## config.mk

```make
export PLATFORM = sky130hd
export DESIGN_NAME = packet_read
export DESIGN_NICKNAME = d
export VERILOG_FILES = /design/src/hdl/packet_pkg.sv /design/src/hdl/fifo_sync.sv /design/src/hdl/packet_read.sv
export SDC_FILE = /design/constraint.sdc
export NUM_CORES = 1
export LEC_CHECK = 0
export ABC_AREA = 1
export BUFFER_PORTS_ARGS = -buffer_cell sky130_fd_sc_hd__buf_4
export CORE_UTILIZATION = 25
export CTS_CLUSTER_DIAMETER = 150
export DETAILED_ROUTE_END_ITERATION = 12
export PLACE_DENSITY = 0.37
export REMOVE_ABC_BUFFERS = 1
export SLEW_MARGIN = 40
export SYNTH_ARGS = -nofsm -noshare
export SYNTH_HDL_FRONTEND = slang
export SYNTH_SLANG_ARGS = --single-unit
```

## constraint.sdc

```tcl
create_clock -name clk -period 6.1 [get_ports clk]
set_input_delay 1.525 -clock clk [delete_from_list [all_inputs] [get_ports clk]]
set_output_delay 1.525 -clock clk [all_outputs]
set_load 0.01 [all_outputs]
```

## src/hdl/packet_pkg.sv

```systemverilog
// --------------------
// Shared stream parameters and types
// for the packet reader subsystem
// --------------------

package packet_pkg;

    // Stream and memory word geometry
    localparam int DATA_BYTE_WID = 8;
    localparam int MTY_WID       = $clog2(DATA_BYTE_WID);

    localparam int ADDR_WID = 10;
    localparam int SIZE_WID = 12;
    localparam int META_WID = 8;

    // --------------------
    // Types
    // --------------------

    // Byte 0 is the MSB and the first byte on the wire
    typedef logic [0:DATA_BYTE_WID-1][7:0] data_t;

    typedef logic [ADDR_WID-1:0] addr_t;
    typedef logic [SIZE_WID-1:0] size_t;
    typedef logic [META_WID-1:0] meta_t;

    // Empty trailing bytes in the last word
    typedef logic [MTY_WID-1:0] mty_t;

endpackage : packet_pkg

```

## src/hdl/fifo_sync.sv

```systemverilog
// --------------------
// Synchronous FIFO, first-word fall-through
// Payload type set by parameter
// Fill count and overflow flag
// --------------------

module fifo_sync #(
    parameter type DATA_T = logic [7:0],
    parameter int  DEPTH  = 8
) (
    input  logic                       clk,
    input  logic                       srst,

    input  logic                       wr,
    input  DATA_T                      wr_data,
    output logic [$clog2(DEPTH+1)-1:0] wr_count,
    output logic                       oflow,

    input  logic                       rd,
    output logic                       rd_ack,
    output DATA_T                      rd_data
);
    localparam int PTR_WID = (DEPTH > 1) ? $clog2(DEPTH) : 1;
    localparam int CNT_WID = $clog2(DEPTH+1);

    DATA_T              mem [DEPTH];
    logic [PTR_WID-1:0] wr_ptr;
    logic [PTR_WID-1:0] rd_ptr;
    logic [CNT_WID-1:0] count;
    logic               full;
    logic               empty;
    logic               wr_ok;
    logic               rd_ok;

    // Circular pointer advance
    function automatic logic [PTR_WID-1:0] ptr_inc(input logic [PTR_WID-1:0] ptr);
        return (ptr == PTR_WID'(DEPTH-1)) ? '0 : ptr + 1'b1;
    endfunction

    assign empty = (count == '0);
    assign full  = (count == CNT_WID'(DEPTH));
    assign wr_ok = wr && !full;
    assign rd_ok = rd && !empty;

    // --------------------
    // Storage
    // --------------------
    always_ff @(posedge clk) begin
        if (wr_ok) mem[wr_ptr] <= wr_data;
    end

    // Pointers and occupancy
    always_ff @(posedge clk) begin
        if (srst) begin
            wr_ptr <= '0;
            rd_ptr <= '0;
            count  <= '0;
            oflow  <= 1'b0;
        end else begin
            if (wr_ok) wr_ptr <= ptr_inc(wr_ptr);
            if (rd_ok) rd_ptr <= ptr_inc(rd_ptr);
            case ({wr_ok, rd_ok})
                2'b10:   count <= count + 1'b1;
                2'b01:   count <= count - 1'b1;
                default: count <= count;
            endcase
            // Write dropped when full
            oflow <= wr && full;
        end
    end

    // Head entry shown whenever not empty
    assign rd_ack   = !empty;
    assign rd_data  = mem[rd_ptr];
    assign wr_count = count;

endmodule : fifo_sync

```

## src/hdl/packet_read.sv

```systemverilog
// --------------------
// Descriptor-driven packet read engine
// Read FSM, read pointer, word counter
// Per-word context generation
// Prefetch buffers for data and context
// Completion event
// --------------------

module packet_read #(
    parameter int MAX_RD_LATENCY = 8
) (
    input  logic              clk,
    input  logic              srst,

    // Descriptor
    input  logic              desc_valid,
    input  packet_pkg::addr_t desc_addr,
    input  packet_pkg::size_t desc_size,
    input  packet_pkg::meta_t desc_meta,
    output logic              desc_rdy,

    // Packet stream
    output logic              pkt_valid,
    output packet_pkg::data_t pkt_data,
    output logic              pkt_eop,
    output packet_pkg::mty_t  pkt_mty,
    output packet_pkg::meta_t pkt_meta,
    input  logic              pkt_rdy,

    // Completion event
    output logic              evt,
    output packet_pkg::size_t evt_size,

    // Memory read
    output logic              mem_req,
    output packet_pkg::addr_t mem_addr,
    input  logic              mem_ack,
    input  packet_pkg::data_t mem_data
);
    import packet_pkg::*;

    // --------------------
    // Parameters and types
    // --------------------
    localparam int PREFETCH_DEPTH   = (MAX_RD_LATENCY * 2 > 8) ? MAX_RD_LATENCY * 2 : 8;
    localparam int PREFETCH_CNT_WID = $clog2(PREFETCH_DEPTH+1);
    localparam int WORD_CNT_WID     = SIZE_WID - MTY_WID;

    typedef enum logic [1:0] {
        RESET = 2'd0,
        READY = 2'd1,
        BUSY  = 2'd2
    } state_t;

    typedef struct packed {
        logic  eop;
        mty_t  mty;
        meta_t meta;
        size_t size;
    } ctxt_t;

    state_t                      state;
    state_t                      nxt_state;
    logic                        desc_accept;

    addr_t                       rd_ptr;
    logic [WORD_CNT_WID-1:0]     rd_word;
    logic [WORD_CNT_WID-1:0]     last_word;
    mty_t                        last_mty;
    meta_t                       cur_meta;
    size_t                       cur_size;
    size_t                       size_m1;

    logic                        prefetch_rdy;
    logic                        prefetch_eop;
    logic [PREFETCH_CNT_WID-1:0] prefetch_cnt;

    ctxt_t                       ctxt_in;
    ctxt_t                       ctxt_out;

    // --------------------
    // Read FSM
    // --------------------
    always_ff @(posedge clk) begin
        if (srst) state <= RESET;
        else      state <= nxt_state;
    end

    always_comb begin
        nxt_state = state;
        case (state)
            RESET: nxt_state = READY;
            READY: if (desc_valid) nxt_state = BUSY;
            // Leave once the last word's read is issued
            BUSY:  if (mem_req && prefetch_eop) nxt_state = READY;
            default: nxt_state = RESET;
        endcase
    end

    assign desc_rdy    = (state == READY);
    assign desc_accept = desc_valid && desc_rdy;

    // Issue a read while prefetch is under half full
    assign prefetch_rdy = (prefetch_cnt < PREFETCH_CNT_WID'(PREFETCH_DEPTH / 2));
    assign mem_req      = (state == BUSY) && prefetch_rdy;
    assign mem_addr     = rd_ptr;

    // Read pointer and word counter
    always_ff @(posedge clk) begin
        if (desc_accept) begin
            rd_ptr  <= desc_addr;
            rd_word <= '0;
        end else if (mem_req) begin
            rd_ptr  <= rd_ptr + 1'b1;
            rd_word <= rd_word + 1'b1;
        end
    end

    // --------------------
    // Descriptor latch
    // --------------------
    assign size_m1 = desc_size - 1'b1;

    always_ff @(posedge clk) begin
        if (desc_accept) begin
            last_word <= size_m1[SIZE_WID-1:MTY_WID];
            // Cast keeps the result modulo the word size
            last_mty  <= mty_t'(DATA_BYTE_WID - desc_size[MTY_WID-1:0]);
            cur_meta  <= desc_meta;
            cur_size  <= desc_size;
        end
    end

    assign prefetch_eop = (rd_word == last_word);

    // Context for the word being requested
    assign ctxt_in.eop  = prefetch_eop;
    assign ctxt_in.mty  = prefetch_eop ? last_mty : '0;
    assign ctxt_in.meta = cur_meta;
    assign ctxt_in.size = cur_size;

    // --------------------
    // Prefetch buffers
    // --------------------
    fifo_sync #(
        .DATA_T   ( data_t ),
        .DEPTH    ( PREFETCH_DEPTH )
    ) prefetch_data_i (
        .clk      ( clk ),
        .srst     ( srst ),
        .wr       ( mem_ack ),
        .wr_data  ( mem_data ),
        .wr_count ( prefetch_cnt ),
        .oflow    ( ),
        .rd       ( pkt_rdy ),
        .rd_ack   ( pkt_valid ),
        .rd_data  ( pkt_data )
    );

    // Context queued at request time, popped with each word
    fifo_sync #(
        .DATA_T   ( ctxt_t ),
        .DEPTH    ( PREFETCH_DEPTH )
    ) prefetch_ctxt_i (
        .clk      ( clk ),
        .srst     ( srst ),
        .wr       ( mem_req ),
        .wr_data  ( ctxt_in ),
        .wr_count ( ),
        .oflow    ( ),
        .rd       ( pkt_valid && pkt_rdy ),
        .rd_ack   ( ),
        .rd_data  ( ctxt_out )
    );

    assign pkt_eop  = ctxt_out.eop;
    assign pkt_mty  = ctxt_out.mty;
    assign pkt_meta = ctxt_out.meta;

    // One event per last-word transfer
    assign evt      = pkt_valid && pkt_rdy && ctxt_out.eop;
    assign evt_size = ctxt_out.size;

endmodule : packet_read

```

Word level (Yosys, flattened, before mapping)
Memory sizes are Yosys's and may differ from the RTL's. A register that Yosys moved wholly into a read port is not among the register bits.
Cells that the tools add are included.
{ "word_totals": {"ram_bits": 1408, "memories": 2, "ff_bits": 79, "in_bits": 99, "wordCells": 82} }
{ "memory_table": {"columns": ["memory", "words", "word_bits", "read_ports", "rd_ports_with_merged_regs", "write_ports", "line", "text"], "rows": [
  ["prefetch_data_i.mem", 16, 64, 1, 1, 1, "fifo_sync.sv:26", "DATA_T mem [DEPTH];"],
  ["prefetch_ctxt_i.mem", 16, 24, 1, 1, 1, "fifo_sync.sv:26", null]
]} }
{ "classes": {"reduce_logical": 19, "n_eq_ne": 15, "n_mux": 20, "order_cmp": 1, "add_sub_neg": 12} }
{ "ops": {"columns": ["cell", "n"], "rows": [
  ["$mux W4", 8],
  ["$mux W10", 2],
  ["$pmux W5 S2", 2],
  ["$add A4 B1 Y4 const B", 4],
  ["$eq A4 B4 Y1 const B", 4],
  ["$sub A12 B1 Y12 const B", 1],
  ["$add A10 B1 Y10 const B", 1],
  ["$add A5 B1 Y5 const B", 2],
  ["$eq A5 B5 Y1 const B", 2],
  ["$logic_not A5 Y1", 2],
  ["$sub A5 B1 Y5 const B", 2],
  ["$add A9 B1 Y9 const B", 1],
  ["$eq A9 B9 Y1", 1],
  ["$logic_and A1 B1 Y1", 8],
  ["$eq A2 B1 Y1 const B", 3],
  ["$eq A2 B2 Y1 const B", 3],
  ["$pmux W2 S3", 1],
  ["$reduce_bool A2 Y1", 3],
  ["$lt A5 B4 Y1 const B", 1],
  ["$logic_not A1 Y1", 4],
  ["$mux W1", 4],
  ["$mux W2", 2],
  ["$ne A2 B2 Y1 const B", 2],
  ["$mux W3", 1],
  ["3 further kinds", 3]
]} }

Longest topological paths before layout
Gate-level depths: netlist of the first run.
{ "logic_depth": {"word_depth": 6, "depth_mapped": 19} }

Cells and area by module
A second synthesis of the first run with hierarchy kept.
{ "hier_totals": {"cells_unflattened": 4953, "area_unflattened_um2": 62143.4} }
{ "by_module_without_submodules": {"columns": ["mod", "instances", "seq_area_each_um2", "area_per_inst_um2", "cells_per_inst"], "rows": [
  ["fifo_sync at prefetch_data_i", 1, 31109.8, 42733.5, 3369],
  ["fifo_sync at prefetch_ctxt_i", 1, 11891.4, 17003.8, 1355],
  ["packet_read", 1, 1451.4, 2406.1, 229]
]} }

Worst setup path before layout of the first run
No wires, ideal clock.
{ "synth_path": {"path_kind": "input port to flip-flop", "from": "input port mem_ack", "to": "memory prefetch_data_i.mem[0][0] in the netlist's numbering (enable)", "arrival_time_ps": 4614, "path_slack_ps": 999, "cell_stages": 4, "n_path_buf": 0, "setup_ps": 486, "path_cell_list": "nand2_1 inv_1 nand2_1 nor2_1"} }
{ "synth_between": {"elab_chain_cells": 3} }
{ "synth_lines": {"columns": ["item", "line", "text"], "rows": [
  ["start, declared", "packet_read.sv:37", "input logic mem_ack,"],
  ["$logic_and A1 B1 Y1", "fifo_sync.sv:42", "assign wr_ok = wr && !full;"],
  ["$mux W1", "fifo_sync.sv:49", "if (wr_ok) mem[wr_ptr] <= wr_data;"],
  ["$mux W1 (implied by the code)", "fifo_sync.sv:49", null],
  ["end, declared", "fifo_sync.sv:26", null]
]} }
No other way between the ends.

==> results.yml, run 1 <==
status:
  outcome: "completed"
worst_setup_path:
  worst_ep_required_ps: 4580
  crit_path_max_fanout: 25
  crit_path_start_kind: "flip-flop"
  arrival_ps: 3190
  category_of_the_worst_setup_path_capture_point: "output pin"
  timing.setup.critical_path_class: "flip-flop to output pin"
sta:
  tightestPinTransition_ps: 823.3
  finalClockSkew_ps: 67.99
  setup_viol: 0
  timing.fmax_mhz: 212.0
  slew_violations: 0
  fin_ws_ps: 1382
  final_hold_viol_count: 0
  finalCritPeriodShare_pct: 77.34
  max-slew-margin-rel_pct: 45.11
  final.setup.tns_ps: 0
  finalCriticalPeriod_ps: 4718
  rsz0062_at_grt: "false"
clock_tree:
  cts_root_buf: "sky130_fd_sc_hd__clkbuf_16"
  cts_buffers: 175
  ctsResizeCount: 0
  cts_max_level: 4
  clock_path_buffers: 3
  tritoncts_clock_tree: "yes"
  clock_latency_ps: 820
  cts_num_sinks: 1494
  cts.repair_timing.setup_buffer_count: 0
  cts.reportedPaths.clkPinSlew_ps: 60
  count_of_hold_buffers_inserted_by_post_cts_repair: 0
placed_design:
  io_buffer_count: 200
  gpl.final_weighted_congestion: 0.7020
  count_of_placed_standard_cells_including_taps: 7378
  preCtsSetupSlack_ps: 1950
  post-dp-hpwl_um: 88870
drt:
  detailedRoute.firstIterationViolations: 2253
  routed-via-count: 34597
  postRouteWirelength_um: 177000
  first_pass_iters: 5
  wire_per_inst_um: 22.99
  drc_errors: 0
  antenna_violating_nets_post_route: 0
  via_per_inst: 4.494
hold_path:
  hold_class: "flip-flop to flip-flop"
run:
  max_cap_viols: 0
floorplanning:
  coreArea_um2: 236100
  die_x_um: 490.2
  start_util_pct: 25.24
  die-height_um: 490.2
  die_footprint_um2: 240300
  boundaryPins: 201
  fp-row-count: 178
synthesis:
  syn_area_um2: 59600
  number_of_cells_produced_by_synthesis: 4196
  synth_area_leaders: "sky130_fd_sc_hd__edfxtp_1 (73%), sky130_fd_sc_hd__mux2i_1 (4.3%), sky130_fd_sc_hd__o21ai_0 (4.2%)"
  yosysSeqAreaShare_pct: 74.52
  post_synth_most_frequent_cells: "sky130_fd_sc_hd__edfxtp_1 (1449), sky130_fd_sc_hd__o21ai_0 (495), sky130_fd_sc_hd__inv_1 (322)"
  synth_area_per_cell_um2: 14.20
  netlist-cell-type-count: 37
  postSynth.topFlopCell: "sky130_fd_sc_hd__edfxtp_1"
  yosys.cell_count.top_type: "sky130_fd_sc_hd__edfxtp_1"
  post-synth-top-area-cell: "sky130_fd_sc_hd__edfxtp_1"
  async_reset_ff_share_pct: 0
  count_of_flip_flops_with_a_built_in_enable_after_synthesis: 1449
  synthesis.yosys.warnings: 0
  yosysTopAreaCellShare_pct: 73.01
  synth_seq_cells: 1494
final_layout:
  nFillCells: 23785
  final_util_pct: 29.93
  syn_to_final_growth_pct: 18.58
  area.sequential_um2: 44440
  multi_input_area_um2: 12880
  nNetsFinal: 4527
  layout.cells.non_filler: 7699
  drive_above_1_share_pct: 12.87
grt:
  grt_first_pass_wirelength_um: 254100
  antenna_found_initial: 17
  grt_max_degree: 139
  number_of_global_route_vias_before_repair: 34600
  overflow: 0
  global_routing_usage_summed_across_all_routing_layers_pct: 14.44
power_and_ir_drop:
  p_leak_nw: 22.96
  power.ir.vdd_worst_v: 0.0002472
  pwr_density_cell_nw_per_um2: 391.2
## state kept, by name, summed over array words and instances, names as in the netlist, named ones only
name / count
prefetch_data_i.wr_ptr: 4
prefetch_ctxt_i.wr_ptr: 4
cur_size: 11
state: 2
last_word: 9
prefetch_ctxt_i.mem: 384
prefetch_data_i.rd_ptr: 4
prefetch_ctxt_i.rd_ptr: 4
prefetch_data_i.mem: 1024
prefetch_ctxt_i.wr_count: 5
mem_addr: 10
rd_word: 9
cur_meta: 8
last_mty: 3
prefetch_data_i.wr_count: 5
## layer usage
layer  GRT usage, %  vias to the layer above  wire, um
met1          19.03                    17504     79970
li1               -                    16194         -
met2          24.23                      629     85510
met5              0                        -       126
met4          3.357                       20      3385
met3          2.937                      250      7998
## power breakdown
group,switching (mW),internal [mW]
Clock,4.35,5.59
Combinational,3.88,2.12
Sequential,0.186,11.5
## critical path, cell delays in order (launching register included)
cell,delay (ps)
sky130_fd_sc_hd__dfxtp_1,300
sky130_fd_sc_hd__buf_4,290
sky130_fd_sc_hd__inv_1,620
sky130_fd_sc_hd__buf_4,420
sky130_fd_sc_hd__o211ai_1,260
sky130_fd_sc_hd__a21oi_1,290
sky130_fd_sc_hd__buf_4,170
## placed cells by master (no fill, tap or decap), types with 28 or more instances in the layout
cell,count
sky130_fd_sc_hd__dfxtp_1,38
sky130_fd_sc_hd__buf_4,259
sky130_fd_sc_hd__nand2_1,186
sky130_fd_sc_hd__edfxtp_1,1449
sky130_fd_sc_hd__inv_1,318
sky130_fd_sc_hd__o221ai_1,72
sky130_fd_sc_hd__mux2i_1,256
sky130_fd_sc_hd__o211ai_1,280
sky130_fd_sc_hd__nor2_1,221
sky130_fd_sc_hd__o21ai_0,495
sky130_fd_sc_hd__clkinv_1,47
sky130_fd_sc_hd__nand3_1,117
sky130_fd_sc_hd__o21ai_1,43
sky130_fd_sc_hd__clkbuf_1,50
sky130_fd_sc_hd__a21oi_1,287
sky130_fd_sc_hd__nor2_4,31
sky130_fd_sc_hd__clkbuf_16,176
sky130_fd_sc_hd__buf_12,28
## through the flow
stage | hold slack (ps) | power [mW] | cell area (um^2)
finish | 491.5 | 27.65 | 70670
detailed placement | 483.4 | 18.08 | 65240
global route | 524.4 | 29.07 | 70670
CTS | 492.5 | 28.14 | 70630
global placement | 476.0 | 18.07 | 64980
floorplan | 458.4 | 15.76 | 58270
## worst paths after layout
path                               startpoint                    endpoint  slack [ps]  depth (start not counted)
hold reg to reg                    rd_word[8]                  rd_word[8]         490                          2
hold / removal                     rd_word[8]                  rd_word[8]         490                          2
setup reg to reg  prefetch_data_i.wr_count[0]  prefetch_data_i.mem[8][43]        3080                          7
setup / recovery                    flip-flop                         evt        1380                          6
## layout make-up
class                           instances  area share, %
Inverter                              327          1.772
Multi-Input combinational cell       2108          18.22
Tap cell                             3150          5.577
Antenna cell                            3        0.01062
Sequential cell                      1494          62.88
Timing Repair Buffer                  300          3.906
Clock inverter                         91          1.135
Clock buffer                          226          6.498
## kinds of logic after synthesis
logic type / synth area share, %
flip-flops: 74.52
multiplexers: 4.300
AO/OA/AOI/OAI: 11.82
AND/OR/NAND/NOR: 4.092
XOR/XNOR: 0.5144
adder cells (fa/ha/maj): 0.4745
buffers and inverters: 4.281
(Power assumes the default switching activity.)
==> run 2, diff against run 1 <==
--- a/config.mk
+++ b/config.mk
@@ -10,7 +10,7 @@
 export CORE_UTILIZATION = 25
 export CTS_CLUSTER_DIAMETER = 150
 export DETAILED_ROUTE_END_ITERATION = 12
-export PLACE_DENSITY = 0.37
+export PLACE_DENSITY = 0.38
 export REMOVE_ABC_BUFFERS = 1
 export SLEW_MARGIN = 40
 export SYNTH_ARGS = -nofsm -noshare
==> constraint.sdc (replaced) <==
create_clock -name clk -period 4.1 [get_ports clk]
set_input_delay 1.025 -clock clk [delete_from_list [all_inputs] [get_ports clk]]
set_output_delay 1.025 -clock clk [all_outputs]
set_load 0.01 [all_outputs]
==> run 2 against run 1 <==
  * Die area stayed put
  * Cell count is 0.29% higher
  * Clock power is 52% higher
  * Sequential power is 49% higher
  * Flip-flop and latch count stayed put
  * Global-route usage is 0.25 points lower
==> results.yml, run 2 (synthesis gave the netlist of run 1 again) <==
status:
  outcome: "completed"
drt:
  wl_met3_um: 7046
  dr.max_layer_used: "met5"
  first_pass_iters: 5
  via_per_inst: 4.493
  drc_errors: 0
  postRouteWirelength_um: 173500
  post_route_met1_wirelength_um: 79600
  routed-via-count: 34694
  wl_met2_um: 83460
  detailedRoute.firstIterationViolations: 2270
  antenna_violating_nets_post_route: 0
  wire_per_inst_um: 22.47
run:
  max_cap_viols: 0
grt:
  antenna_found_initial: 19
  number_of_global_route_vias_before_repair: 34949
  overflow: 0
  global_routing_usage_summed_across_all_routing_layers_pct: 14.19
  grt_first_pass_wirelength_um: 251400
  grt_max_degree: 111
floorplanning:
  die_footprint_um2: 240300
  fp-row-count: 178
  boundaryPins: 201
  die-height_um: 490.2
  start_util_pct: 25.24
  coreArea_um2: 236100
  die_x_um: 490.2
clock_tree:
  cts.reportedPaths.clkPinSlew_ps: 60
  count_of_hold_buffers_inserted_by_post_cts_repair: 0
  cts_max_level: 4
  clock_path_buffers: 3
  cts_root_buf: "sky130_fd_sc_hd__clkbuf_16"
  clock_latency_ps: 800
  cts_buffers: 175
  tritoncts_clock_tree: "yes"
  cts_num_sinks: 1494
worst_setup_path:
  timing.setup.critical_path_class: "flip-flop to output pin"
  crit_path_max_fanout: 24
  reg2reg_from: "prefetch_data_i.wr_count[1]"
  worst_r2r_path_depth: 11
  r2r_setup_slack_ps: 1050
  worst_ep_required_ps: 3070
  category_of_the_worst_setup_path_capture_point: "output pin"
  critical_path.endpoint: "evt"
  arrival_ps: 2820
  crit_path_start_kind: "flip-flop"
  r2r-end: "prefetch_data_i.wr_count[4]"
sta:
  rsz0062_at_grt: "false"
  finalCritPeriodShare_pct: 93.83
  finalClockSkew_ps: 48.67
  fin_worst_hold_slack_ps: 405.9
  final.setup.tns_ps: 0
  slew_violations: 0
  setup_viol: 0
  max-slew-margin-rel_pct: 49.18
  timing.fmax_mhz: 260.0
  final_hold_viol_count: 0
  tightestPinTransition_ps: 760.5
  finalCriticalPeriod_ps: 3847
final_layout:
  largest_register_ffs: 1024
  drive_above_1_share_pct: 13.60
  nNetsFinal: 4547
  registers.top_by_ff_count: "prefetch_data_i.mem"
  largestRegisters: "prefetch_data_i.mem x1024, prefetch_ctxt_i.mem x384, cur_size x11"
  nFillCells: 23809
  layout.cells.most_common: "sky130_fd_sc_hd__edfxtp_1"
  syn_to_final_growth_pct: 19.36
  commonest_cells_after_routing_fill_and_taps_aside: "sky130_fd_sc_hd__edfxtp_1 (1449), sky130_fd_sc_hd__o21ai_0 (495), sky130_fd_sc_hd__inv_1 (318), sky130_fd_sc_hd__a21oi_1 (287), sky130_fd_sc_hd__o211ai_1 (280)"
power_and_ir_drop:
  power.ir.vdd_worst_v: 0.0003645
  pwr_density_cell_nw_per_um2: 585.8
  p_leak_nw: 23.20
hold_path:
  hold_class: "input port to flip-flop"
  timing.hold.worst_path_depth: 1
placed_design:
  io_buffer_count: 200
  gpl.final_weighted_congestion: 0.7082
  post-dp-hpwl_um: 91570
run 2: cell count changes in the layout (fill, tap and decap cells not counted), moves of 6 or more:
cell,change
sky130_fd_sc_hd__buf_12,+26
sky130_fd_sc_hd__clkinv_2,+16
sky130_fd_sc_hd__clkbuf_1,-14
sky130_fd_sc_hd__inv_6,-7
sky130_fd_sc_hd__buf_16,-6
sky130_fd_sc_hd__bufinv_16,+6
run 2: how the worst min path moves through the flow:
stage	startpoint	to	slack (ps)
3_3_place_gp	rd_word[8]	rd_word[8]	480
4_1_cts	desc_meta[2]	cur_meta[2]	320
5_1_grt	desc_meta[2]	cur_meta[2]	350
2_1_floorplan	rd_word[8]	rd_word[8]	460
3_5_place_dp	rd_word[8]	rd_word[8]	480
6_report	desc_meta[5]	cur_meta[5]	410
run 2: report_power, final:
group          total, mW  leakage [nW]  internal [mW]  switching (mW)
clock               15.1          2.69           8.67            6.44
combinational       9.20          7.14           3.30            5.90
sequential          17.4          13.4           17.1           0.227
total               41.7          23.2           29.1            12.6
run 2: what timing repair did:
action,4_1_cts,5_1_grt
setup buffers,1,4
setup endpoints to repair,11,20
gates resized for setup,1,3
cloned,0,0
run 2: per-stage QoR:
stage          instance area [um^2]  power (mW)  std cells  util (%)  setup slack (ps)
2_1_floorplan                 58270       22.71       3929         -            -14450
3_3_place_gp                  65510       27.09       7393     27.75             763.6
3_5_place_dp                  65530       27.07       7394     27.76             782.9
4_1_cts                       71070       42.39       7713     30.11             2.003
5_1_grt                       71130       43.77       7719     30.13             59.86
6_report                      71140       41.67       7721     30.13             253.1
run 2: layout make-up:
class / count / area (um^2) / area share, %
Multi-Input combinational cell: 2108 / 12880 / 18.10
Inverter: 327 / 1249 / 1.755
Antenna cell: 4 / 10.01 / 0.01407
Timing Repair Buffer: 320 / 3100 / 4.359
Clock buffer: 212 / 4539 / 6.381
Sequential cell: 1494 / 44430 / 62.46
Clock inverter: 106 / 984.7 / 1.384
Tap cell: 3150 / 3941 / 5.541
run 2: layer usage:
metal  track usage, %  vias up
li1                 -    16238
met1            18.82    17644
met2            23.77      559
met3            2.735      229
met4            3.303       24
met5                0        -
run 2: critical path: stages (launching register included):
cell	delay, ps
sky130_fd_sc_hd__dfxtp_2	650
sky130_fd_sc_hd__clkinv_1	170
sky130_fd_sc_hd__buf_4	310
sky130_fd_sc_hd__o221ai_1	140
sky130_fd_sc_hd__nand3_1	110
sky130_fd_sc_hd__a21oi_1	440
sky130_fd_sc_hd__buf_4	210
